`config.mk`:
```
export PLATFORM = sky130hd
export DESIGN_NAME = reservation_station
export DESIGN_NICKNAME = d
export VERILOG_FILES = /design/src/rs_pkg.sv /design/src/rs_dispatch_if.sv /design/src/rs_entry.sv /design/src/rob_age_select.sv /design/src/reservation_station.sv
export SDC_FILE = /design/constraint.sdc
export NUM_CORES = 1
export LEC_CHECK = 0
export BUFFER_PORTS_ARGS = -buffer_cell sky130_fd_sc_hd__clkbuf_2
export CAP_MARGIN = 20
export CORE_MARGIN = 2
export CORE_UTILIZATION = 29
export DETAILED_ROUTE_END_ITERATION = 10
export GPL_ROUTABILITY_DRIVEN = 0
export PLACE_DENSITY_LB_ADDON = 0.12
export SYNTH_ARGS = -nofsm -noshare
export SYNTH_HDL_FRONTEND = slang
export SYNTH_HIERARCHICAL = 1
export SYNTH_SLANG_ARGS = --single-unit
```
`constraint.sdc`:
```
create_clock -name clock -period 6.5 [get_ports clock]
set_input_delay 0.325 -clock clock [delete_from_list [all_inputs] [get_ports clock]]
set_output_delay 0.325 -clock clock [all_outputs]
set_load 0.02 [all_outputs]
```
`src/rs_pkg.sv`:
```
/*
  Shared sizes and types of the reservation station.
  ROB_LEN must be a power of two, because ROB indices wrap by truncation.
  Tag 0 means the operand is present, so ROB entry 0 is never a pending producer.
*/
`default_nettype none

package rs_pkg;

    ////////////////////////////////////////
    // sizes
    ////////////////////////////////////////

    localparam int RS_LEN    = 4;                 // station entries
    localparam int ROB_LEN   = 8;                 // rob entries, power of two
    localparam int ROB_TAG_W = $clog2(ROB_LEN);   // rob index / tag width
    localparam int XLEN      = 32;                // data word
    localparam int OP_W      = 8;                 // opaque op, carried through untouched

    ////////////////////////////////////////
    // types
    ////////////////////////////////////////

    typedef logic [ROB_TAG_W-1:0] rob_tag_t;

    // operand already present, nothing to wait for
    localparam rob_tag_t NO_TAG = '0;

    // what leaves the station on issue
    typedef struct packed {
        logic [OP_W-1:0] op;          // opaque to the station
        rob_tag_t        dest;        // rob index of this instruction
        logic [XLEN-1:0] src1_value;
        logic [XLEN-1:0] src2_value;
    } rs_payload_t;

    // op + dest + two values
    localparam int PAYLOAD_W = $bits(rs_payload_t);

endpackage

`default_nettype wire

```
`src/rs_dispatch_if.sv`:
```
/*
  One dispatched instruction, shared by every station entry.
  The per-entry load strobe is not part of this bundle.
  A source tag of NO_TAG means its value field is valid.
*/
`timescale 1ns/1ps
`default_nettype none

interface rs_dispatch_if;
    import rs_pkg::*;

    logic            valid;        // dispatch strobe, used by the allocator only
    logic [OP_W-1:0] op;
    rob_tag_t        dest_tag;     // rob index given to this instruction
    rob_tag_t        src1_tag;     // producer of src1, or NO_TAG
    logic [XLEN-1:0] src1_value;
    rob_tag_t        src2_tag;     // producer of src2, or NO_TAG
    logic [XLEN-1:0] src2_value;

    // station side drives everything
    modport station (
        output valid, op, dest_tag,
        output src1_tag, src1_value,
        output src2_tag, src2_value
    );

    // entries only see the contents
    modport entry (
        input op, dest_tag,
        input src1_tag, src1_value,
        input src2_tag, src2_value
    );

endinterface

`default_nettype wire

```
`src/rs_entry.sv`:
```
/*
  One reservation station slot with CDB wake-up.
  load must only hit a free slot; a load at the same edge as issue_clear wins.
  A CDB tag equal to a source tag at the load edge is captured directly (bypass).
*/
`timescale 1ns/1ps
`default_nettype none

module rs_entry (
    input  logic                      clock,
    input  logic                      reset,
    input  logic                      load,          // write this slot at the edge
    input  logic                      issue_clear,   // slot issues this cycle
    rs_dispatch_if.entry              dispatch,
    input  logic                      cdb_valid,
    input  rs_pkg::rob_tag_t          cdb_tag,
    input  logic [rs_pkg::XLEN-1:0]   cdb_value,
    output logic                      busy,
    output logic                      ready,
    output rs_pkg::rs_payload_t       payload
);
    import rs_pkg::*;

    rob_tag_t        disp_tag   [2];   // incoming source tags, index 0 = src1
    logic [XLEN-1:0] disp_value [2];
    rob_tag_t        src_tag    [2];   // NO_TAG once the value is in
    logic [XLEN-1:0] src_value  [2];
    logic [OP_W-1:0] op_q;
    rob_tag_t        dest_q;

    // broadcast matches a real pending tag
    function automatic logic cdb_hit(input rob_tag_t tag);
        return cdb_valid && (tag != NO_TAG) && (cdb_tag == tag);
    endfunction

    assign disp_tag[0]   = dispatch.src1_tag;
    assign disp_tag[1]   = dispatch.src2_tag;
    assign disp_value[0] = dispatch.src1_value;
    assign disp_value[1] = dispatch.src2_value;

    ////////////////////////////////////////
    // control state
    ////////////////////////////////////////

    always_ff @(posedge clock) begin
        if (reset) begin
            busy <= 1'b0;
        end else if (load) begin
            busy <= 1'b1;                 // load wins over clear
        end else if (issue_clear) begin
            busy <= 1'b0;                 // frees itself on issue
        end
    end

    always_ff @(posedge clock) begin
        for (int s = 0; s < 2; s++) begin
            if (reset) begin
                src_tag[s] <= NO_TAG;
            end else if (load) begin
                src_tag[s] <= cdb_hit(disp_tag[s]) ? NO_TAG : disp_tag[s];  // bypass
            end else if (busy && cdb_hit(src_tag[s])) begin
                src_tag[s] <= NO_TAG;     // wake-up
            end
        end
    end

    ////////////////////////////////////////
    // payload
    ////////////////////////////////////////

    always_ff @(posedge clock) begin
        if (load) begin
            op_q   <= dispatch.op;
            dest_q <= dispatch.dest_tag;
        end
        for (int s = 0; s < 2; s++) begin
            if (load) begin
                src_value[s] <= cdb_hit(disp_tag[s]) ? cdb_value : disp_value[s];
            end else if (busy && cdb_hit(src_tag[s])) begin
                src_value[s] <= cdb_value;    // value from the producer
            end
        end
    end

    assign ready = busy && (src_tag[0] == NO_TAG) && (src_tag[1] == NO_TAG);

    assign payload.op         = op_q;
    assign payload.dest       = dest_q;
    assign payload.src1_value = src_value[0];
    assign payload.src2_value = src_value[1];

    // allocator only ever picks a free slot
    a_load_free : assert property (@(posedge clock) disable iff (reset) load |-> !busy)
        else $error("rs_entry: load while busy");

    // issue selection only clears what it may issue
    a_clear_ready : assert property (@(posedge clock) disable iff (reset)
        issue_clear |-> ready)
        else $error("rs_entry: issue_clear on a slot that is not ready");

endmodule

`default_nettype wire

```
`src/rob_age_select.sv`:
```
/*
  Oldest-first pick over ROB indices, counted upward from the head with wrap.
  Purely combinational. ROB_LEN must be a power of two.
*/
`timescale 1ns/1ps
`default_nettype none

module rob_age_select (
    input  logic [rs_pkg::ROB_LEN-1:0] request,   // one bit per rob index
    input  rs_pkg::rob_tag_t           head,      // oldest rob index
    output logic [rs_pkg::ROB_LEN-1:0] grant,     // one-hot or zero
    output logic                       any
);
    import rs_pkg::*;

    logic [2*ROB_LEN-1:0] req_twice;     // request doubled, shifted down by head
    logic [ROB_LEN-1:0]   req_rot;       // bit k is rob index head + k
    logic [ROB_LEN-1:0]   first_rot;     // lowest set bit of req_rot
    logic [2*ROB_LEN-1:0] grant_twice;   // first_rot doubled, shifted back up

    ////////////////////////////////////////
    // rotating search
    ////////////////////////////////////////

    // head lands on bit 0
    assign req_twice = {request, request} >> head;
    assign req_rot   = req_twice[ROB_LEN-1:0];

    // x & -x keeps only the lowest set bit
    // lowest bit after the rotate is the index nearest the head
    assign first_rot = req_rot & (-req_rot);

    // back to rob index order
    assign grant_twice = {first_rot, first_rot} << head;
    assign grant       = grant_twice[2*ROB_LEN-1:ROB_LEN];

    assign any = |request;

    ////////////////////////////////////////
    // checks
    ////////////////////////////////////////

    // rerun whenever grant settles
    always_comb begin
        a_grant_onehot : assert ($onehot0(grant))
            else $error("rob_age_select: grant not one-hot");
        a_grant_any : assert (any == (grant != '0))
            else $error("rob_age_select: grant and any disagree");
    end

endmodule

`default_nettype wire

```
`src/reservation_station.sv`:
```
/*
  Reservation station top: first-free allocation, CDB wake-up, oldest-first issue.
  A dispatch while dispatch_stall is high is dropped, there is no queue.
  Issue has no back-pressure; the issued slot is free after the next edge.
  Busy entries must hold distinct destination ROB indices.
*/
`timescale 1ns/1ps
`default_nettype none

module reservation_station (
    input  logic                      clock,
    input  logic                      reset,
    input  logic                      dispatch_valid,
    input  logic [rs_pkg::OP_W-1:0]   dispatch_op,
    input  rs_pkg::rob_tag_t          dispatch_dest,
    input  rs_pkg::rob_tag_t          dispatch_src1_tag,
    input  logic [rs_pkg::XLEN-1:0]   dispatch_src1_value,
    input  rs_pkg::rob_tag_t          dispatch_src2_tag,
    input  logic [rs_pkg::XLEN-1:0]   dispatch_src2_value,
    input  logic                      cdb_valid,
    input  rs_pkg::rob_tag_t          cdb_tag,
    input  logic [rs_pkg::XLEN-1:0]   cdb_value,
    input  rs_pkg::rob_tag_t          rob_head,
    output logic                      dispatch_stall,
    output logic                      issue_valid,
    output logic [rs_pkg::OP_W-1:0]   issue_op,
    output rs_pkg::rob_tag_t          issue_dest,
    output logic [rs_pkg::XLEN-1:0]   issue_src1_value,
    output logic [rs_pkg::XLEN-1:0]   issue_src2_value
);
    import rs_pkg::*;

    rs_dispatch_if dispatch ();

    logic [RS_LEN-1:0]  entry_load;      // one-hot or zero
    logic [RS_LEN-1:0]  entry_busy;
    logic [RS_LEN-1:0]  entry_ready;
    logic [RS_LEN-1:0]  entry_clear;     // slot being issued
    rs_payload_t        entry_payload [RS_LEN];
    logic [ROB_LEN-1:0] issue_request;   // ready entries, by dest rob index
    logic [ROB_LEN-1:0] issue_grant;
    rs_payload_t        issue_payload;

    assign dispatch.valid      = dispatch_valid;
    assign dispatch.op         = dispatch_op;
    assign dispatch.dest_tag   = dispatch_dest;
    assign dispatch.src1_tag   = dispatch_src1_tag;
    assign dispatch.src1_value = dispatch_src1_value;
    assign dispatch.src2_tag   = dispatch_src2_tag;
    assign dispatch.src2_value = dispatch_src2_value;

    ////////////////////////////////////////
    // allocation
    ////////////////////////////////////////

    // lowest free slot wins, scan from the top
    always_comb begin
        entry_load = '0;
        for (int i = RS_LEN - 1; i >= 0; i--) begin
            if (!entry_busy[i]) begin
                entry_load    = '0;
                entry_load[i] = dispatch.valid;
            end
        end
    end

    assign dispatch_stall = &entry_busy;   // all full, dispatch dropped

    for (genvar i = 0; i < RS_LEN; i++) begin : g_entry
        rs_entry u_entry (
            .clock       (clock),
            .reset       (reset),
            .load        (entry_load[i]),
            .issue_clear (entry_clear[i]),
            .dispatch    (dispatch.entry),
            .cdb_valid   (cdb_valid),
            .cdb_tag     (cdb_tag),
            .cdb_value   (cdb_value),
            .busy        (entry_busy[i]),
            .ready       (entry_ready[i]),
            .payload     (entry_payload[i])
        );
    end

    ////////////////////////////////////////
    // issue
    ////////////////////////////////////////

    always_comb begin
        issue_request = '0;
        for (int i = 0; i < RS_LEN; i++) begin
            if (entry_ready[i]) begin
                issue_request[entry_payload[i].dest] = 1'b1;
            end
        end
    end

    rob_age_select u_age_select (
        .request (issue_request),
        .head    (rob_head),
        .grant   (issue_grant),
        .any     (issue_valid)
    );

    // dests are unique, so at most one slot matches the grant
    always_comb begin
        issue_payload = '0;
        entry_clear   = '0;
        for (int i = 0; i < RS_LEN; i++) begin
            if (entry_ready[i] && issue_grant[entry_payload[i].dest]) begin
                issue_payload  = entry_payload[i];
                entry_clear[i] = 1'b1;
            end
        end
    end

    assign issue_op         = issue_payload.op;
    assign issue_dest       = issue_payload.dest;
    assign issue_src1_value = issue_payload.src1_value;
    assign issue_src2_value = issue_payload.src2_value;

    // the rob hands out each index once, otherwise issue would be ambiguous
    for (genvar i = 0; i < RS_LEN; i++) begin : g_dest_chk
        for (genvar j = i + 1; j < RS_LEN; j++) begin : g_pair
            a_dest_unique : assert property (@(posedge clock) disable iff (reset)
                !(entry_busy[i] && entry_busy[j]
                  && (entry_payload[i].dest == entry_payload[j].dest)))
                else $error("reservation_station: entries %0d and %0d share a dest", i, j);
        end
    end

endmodule

`default_nettype wire

```
# [Word level (Yosys, flattened, before mapping)]
# Memory sizes are Yosys's and may differ from the RTL's.
# Cells that the tools add are included.
[totals] register_bits=48 output_inout_bits=77 n_memories=8 wordCells=263 mem_bits_rw=280 inputBits=123
[mem_list] memory="g_entry[0].u_entry.src_value" depth=2 width=32 rd=2 rd_clocked_by_memory_dff=0 write_ports=2 line="rs_entry.sv:27" source="logic [XLEN-1:0] src_value [2];"
[mem_list] memory="g_entry[1].u_entry.src_value" depth=2 width=32 rd=2 rd_clocked_by_memory_dff=0 write_ports=2 line="rs_entry.sv:27"
[mem_list] memory="g_entry[2].u_entry.src_value" depth=2 width=32 rd=2 rd_clocked_by_memory_dff=0 write_ports=2 line="rs_entry.sv:27"
[mem_list] memory="g_entry[3].u_entry.src_value" depth=2 width=32 rd=2 rd_clocked_by_memory_dff=0 write_ports=2 line="rs_entry.sv:27"
[mem_list] memory="g_entry[0].u_entry.src_tag" depth=2 width=3 rd=2 rd_clocked_by_memory_dff=0 write_ports=2 line="rs_entry.sv:26" source="rob_tag_t src_tag [2];"
[mem_list] memory="g_entry[1].u_entry.src_tag" depth=2 width=3 rd=2 rd_clocked_by_memory_dff=0 write_ports=2 line="rs_entry.sv:26"
[mem_list] memory="+2 memories"
[op_classes] add_sub_neg=1 n_lt_le_gt_ge=8 eq_ne=10 bitwise=28 n_mux=126 shift=2 n_reduce_logical=68
[ops] cell="32-bit two-way mux" n=10
[ops] cell="75-bit two-way mux" n=4
[ops] cell="1-bit two-way mux" n=78
[ops] cell="3-bit two-way mux" n=18
[ops] cell="1-bit logical AND" n=44
[ops] cell="8-bit two-way mux" n=4
[ops] cell="3-bit equality test" n=10
[ops] cell="3-bit nonzero test" n=10
[ops] cell="3-bit zero test" n=8
[ops] cell="1-bit OR" n=24
[ops] cell="8-bit OR" n=3
[ops] cell="3-bit by 4-bit less-than comparator with 1-bit output, second input constant" n=4
[ops] cell="4-bit two-way mux" n=4
[ops] cell="16-bit by 3-bit left shift with 16-bit output" n=1
[ops] cell="16-bit by 3-bit right shift with 8-bit output" n=1
[ops] cell="1-bit binary-select mux with 3-bit select" n=4
[ops] cell="1-bit demux with 3-bit select" n=4
[ops] cell="3-bit by 1-bit >= comparator with 1-bit output, second input constant" n=4
[ops] cell="8-bit bitwise AND" n=1
[ops] cell="8-bit negator" n=1
[ops] cell="2-bit nonzero test" n=4
[ops] cell="8-bit OR reduction" n=1
[ops] cell="4-bit AND reduction" n=1

# [Logic depth before layout (Yosys ltp)]
[logic_depth] word_depth=22 ltp_mapped=20 ltp_nobuf=18

# [Modules after synthesis]
# The synthesis kept the hierarchy.
[modules_own_cells] module="rs_entry at g_entry[0].u_entry ..." area_per_inst_um2=3739.8 seq_area_each_um2=2452.4 cells_per_inst=215 n_inst=2
[modules_own_cells] module="rs_entry at g_entry[2].u_entry ..." area_per_inst_um2=3714.8 seq_area_each_um2=2452.4 cells_per_inst=205 n_inst=2
[modules_own_cells] module="reservation_station" area_per_inst_um2=2249.7 seq_area_each_um2=0.0 cells_per_inst=352 n_inst=1
[modules_own_cells] module="rob_age_select" area_per_inst_um2=726.9 seq_area_each_um2=0.0 cells_per_inst=91 n_inst=1

# [Least setup slack after synthesis]
# OpenSTA, ideal clock, no wires.
[synth_path] kind="reg2out" start="memory g_entry[2].u_entry/src_tag[1][2] (netlist name)" end="output port issue_src2_value[13] (netlist name)" n_path_buf=2 path_stages_with_launch=17 slack_ns=1.401 t_required_ns=6.175 t_arrival_ns=4.774 cell_sequence="edfxtp_1 > nor4_1 > and3_1 > nand2_1 > o311ai_0 > mux2i_1 > or2_2 > o221ai_2 > o32ai_2 > mux2_2 > mux2_1 > mux4_2 > a2111oi_2 > buf_4 > buf_6 > a22oi_1 > a21oi_1"
[synth_lines] element="start: declaration" line="rs_entry.sv:26"
[synth_lines] element="end: declaration" line="reservation_station.sv:29" source="output logic [rs_pkg::XLEN-1:0] issue_src2_value"

==> flow_summary.yaml <==
outcome:
  outcome: "complete, no violations"
sta:
  skew_ps: 26.7
  fmax_mhz: 161
  fin_crit_sh: 0.958
  max-slew-margin-rel: 0.309
  period_minus_slack_ps: 6230
  slew_violations: 0
  timing.final.setup_violations: 0
  max_slew.worst_pin.slew_ps: 1040
  hold_viol_final: 0
synth:
  postSynthCellCount: 1283
  postSynth.topFlopCell: "edfxtp_1"
  synth.cell_area_um2: 17900
  synth.ff_latch_count: 328
  synth.distinct_cells: 67
  synthesis.nets: 1406
  yosys_warnings: 6
  avgSynthCellArea_um2: 13.9
  sequential_element_share_of_the_synthesized_area: 0.548
  synth_edf_count: 324
  asyncSetResetFlopFracSynth: 0
layout:
  drive_gt1_frac: 0.403
  nNetsFinal: 1607
  area_delta_synth_final_pct: 18.9
  finish.cell_count_without_fillers: 2311
detailed_routing:
  initialDrtViolationCount: 709
  vias: 11900
  wire_per_inst_um: 24.6
  residual_drc: 0
  drt-vias-per-instance: 5.16
  routed_wirelength_mm: 56.9
  ant_nets: 0
  detail_route.first_pass.iterations: 5
cts:
  clock_sinks: 328
  clock_path_buffers: 3
  clock_insertion_delay_worst_skew_ps: 570
  numCtsBuffers: 41
  root_buf_cell: "clkbuf_16"
  cts_tree: "done"
  cts.reportedPaths.clkPinSlew_ps: 60
  cts_htree_levels: 2
pwr:
  cellLeakagePower_uw: 0.00770
  fin_total_pwr_uw: 5260
  vdd.ir_drop.worst_v: 0.000152
  cellPowerDensity_nw_per_um2: 247
placement:
  hpwl_mm: 34.8
  portBuffers: 199
  post-place-cells: 2218
worst_setup_path:
  cp_top_family: "simple AND/OR/NAND/NOR gates"
  timing.critical_path.required_ps: 6170
  timing_worst_setup_path_type: "register to primary output"
  cp_num_buf_inv: 3
  path_cells: "nor4_1 -> and3_1 -> nor2b_1 -> a31oi_1 -> o221ai_4 -> mux2i_1 -> or3_1 -> o21a_1 -> nand3_2 -> o32ai_2 -> mux2_2 -> mux2_1 -> mux4_2 -> a2111oi_4 -> buf_4 -> buf_12 -> a22oi_1 -> a21oi_2 -> clkbuf_2"
  critPathSlowestCell: "mux4_2"
  end_kind: "primary output"
  cp_max_fo: 32
  worst-endpoint-arrival_ps: 5900
  crit_path_start_kind: "register"
  slowest_delay_ps: 540
floorplan:
  io_pins: 200
  floorplan.die.width_um: 252
  design.core.area_um2: 61400
  die_height_um: 252
  placementRows: 91
  initial_core_util: 0.291
  area_of_the_die_um2: 63700
flow_run:
  cap_violations: 0
grt:
  grt_overflow_total: 0
  grt_start_max_net_pins: 65
  grt_antenna_before_repair: 9
  grt_pass1_wl_mm: 83.2
  track_usage: 0.177
  grt_pass1_vias: 12300
worst_hold_path:
  timing.hold.worst.class: "input pin to register"
-- path summary, 6_finish.rpt --
kind / from / to / slack [ps] / depth (start not counted)
max reg2reg: g_entry[3].u_entry/src_tag[1][2]$_SDFFCE_PP0P_ / g_entry[1].u_entry/busy$_SDFFE_PP0P_ / 1960 / 17
max: g_entry[3].u_entry/src_tag[1][2]$_SDFFCE_PP0P_ / issue_src2_value[2] / 270 / 19
min reg2reg: g_entry[2].u_entry/busy$_SDFFE_PP0P_ / g_entry[2].u_entry/busy$_SDFFE_PP0P_ / 580 / 2
min: dispatch_dest[0] / g_entry[2].u_entry/dest_q[0]$_DFFE_PP_ / 70 / 1
-- where the power goes --
| group | internal, µW | switching (µW) | total [µW] | leakage [µW] |
|---|---|---|---|---|
| sequential | 2420 | 27.6 | 2450 | 0.00304 |
| clock | 1390 | 916 | 2310 | 0.000652 |
| combinational | 231 | 273 | 504 | 0.00401 |
-- state kept, by name, indices dropped and copies added, names as in the netlist --
| signal | cells |
|---|---|
| g_entry.u_entry/src_value | 256 |
| g_entry.u_entry/dest_q | 12 |
| g_entry.u_entry/op_q | 32 |
| g_entry.u_entry/busy | 4 |
| g_entry.u_entry/src_tag | 24 |
-- layout make-up --
class                   instances  area (µm²)
diodes                          4        10.0
clock buffers                  53        1090
repair buffers                246        1470
fillers                      6030       40100
flip-flops and latches        328        9810
clock inverters                23         264
inverters                      31         116
multi-input cells             836        7510
well taps                     790         988
-- cell usage after synthesis (5+ instances only) --
cell / n / area, µm²
o21ai_0: 16 / 80.1
mux2i_1: 14 / 140
mux2_2: 140 / 1580
buf_6: 30 / 338
or3_1: 5 / 31.3
edfxtp_1: 324 / 9730
nand4_1: 5 / 31.3
nand2_1: 36 / 135
nor2b_1: 12 / 75.1
clkbuf_1: 35 / 131
and2_1: 9 / 56.3
mux2_4: 122 / 1830
o22ai_1: 81 / 507
inv_1: 31 / 116
nor2_1: 55 / 206
mux2_1: 15 / 169
mux4_2: 6 / 135
buf_2: 11 / 55.1
o21bai_1: 8 / 60.1
nor3_1: 5 / 25.0
or2_2: 9 / 56.3
buf_4: 8 / 60.1
a21oi_1: 88 / 440
nand3_1: 8 / 40.0
nor4_1: 8 / 50.1
nand2b_1: 13 / 81.3
a22oi_1: 76 / 571
xnor2_1: 32 / 280
-- stage by stage --
step / util / setup WS (ps) / hold WS, ps / cell area (µm²) / TNS (ps)
floorplan: - / 1400 / 397 / 17900 / 0
global placement: 0.321 / 575 / 549 / 19700 / 0
detailed placement: 0.321 / 447 / 558 / 19700 / 0
CTS: 0.346 / 17.2 / 18.3 / 21200 / 0
global route: 0.346 / -4.77 / 29.7 / 21300 / -4.77
finish: 0.347 / 274 / 65.3 / 21300 / 0
-- routing by layer --
metal | up-vias | GRT usage | share of wire
met1 | 6123 | 0.222 | 0.43
met3 | 64 | 0.0301 | 0.043
met2 | 249 | 0.315 | 0.51
met4 | 10 | 0.0401 | 0.015
met5 | - | 0 | 0.0011
li1 | 5473 | - | -
-- cells in the final DEF (no fill, tap or decap), types with 5 or more instances in the layout --
| cell type | netlist | final |
|---|---|---|
| nor2_1 | 55 | 54 |
| edfxtp_1 | 324 | 324 |
| nand2b_1 | 13 | 11 |
| nor3_1 | 5 | 5 |
| bufinv_16 | 0 | 5 |
| mux2i_1 | 14 | 14 |
| o21ai_0 | 16 | 16 |
| clkinv_1 | 0 | 9 |
| a22oi_1 | 76 | 75 |
| buf_12 | 0 | 6 |
| clkbuf_16 | 0 | 42 |
| or2_2 | 9 | 9 |
| nor2b_1 | 12 | 11 |
| o22ai_1 | 81 | 81 |
| a21oi_1 | 88 | 87 |
| buf_4 | 8 | 30 |
| and2_1 | 9 | 8 |
| mux2_2 | 140 | 140 |
| mux4_2 | 6 | 6 |
| xnor2_1 | 32 | 32 |
| nand4_1 | 5 | 5 |
| nand3_1 | 8 | 8 |
| clkbuf_1 | 35 | 11 |
| nand2_1 | 36 | 35 |
| dlygate4sd3_1 | 0 | 10 |
| or3_1 | 5 | 5 |
| mux2_4 | 122 | 122 |
| mux2_1 | 15 | 15 |
| nor4_1 | 8 | 8 |
| o21bai_1 | 8 | 6 |
| inv_1 | 31 | 31 |
| clkbuf_2 | 2 | 199 |
-- logic make-up after synthesis --
family | count (synthesis) | synth area share
flip-flops | 328 | 0.548
AO/OA/AOI/OAI | 314 | 0.121
multiplexers | 297 | 0.215
AND/OR/NAND/NOR | 187 | 0.0556
buffers and inverters | 119 | 0.0402
XOR/XNOR | 38 | 0.0194
-- worst reg2reg max path: stages (launching register included) --
cell and delay [ps]:
edfxtp_1 410, nor4_1 330, and3_1 290, nor2b_1 370, a31oi_1 210, o221ai_4 160, mux2i_1 240, or3_1 360
o21a_1 130, nand3_2 150, o32ai_2 120, mux2_2 320, mux2_1 290, mux4_2 540, and2_4 320, inv_1 100
a21oi_1 60, nor2_1 90
-- what timing repair did --
item,in CTS,in global routing
cloned,1,0
hold buffers,10,0
setup buffers,2,0
hold endpoints to repair,40,0
pin swaps,1,0
setup endpoints to repair,13,67
gates resized for setup,0,9
No activity file was read; power rests on OpenSTA's default activity.
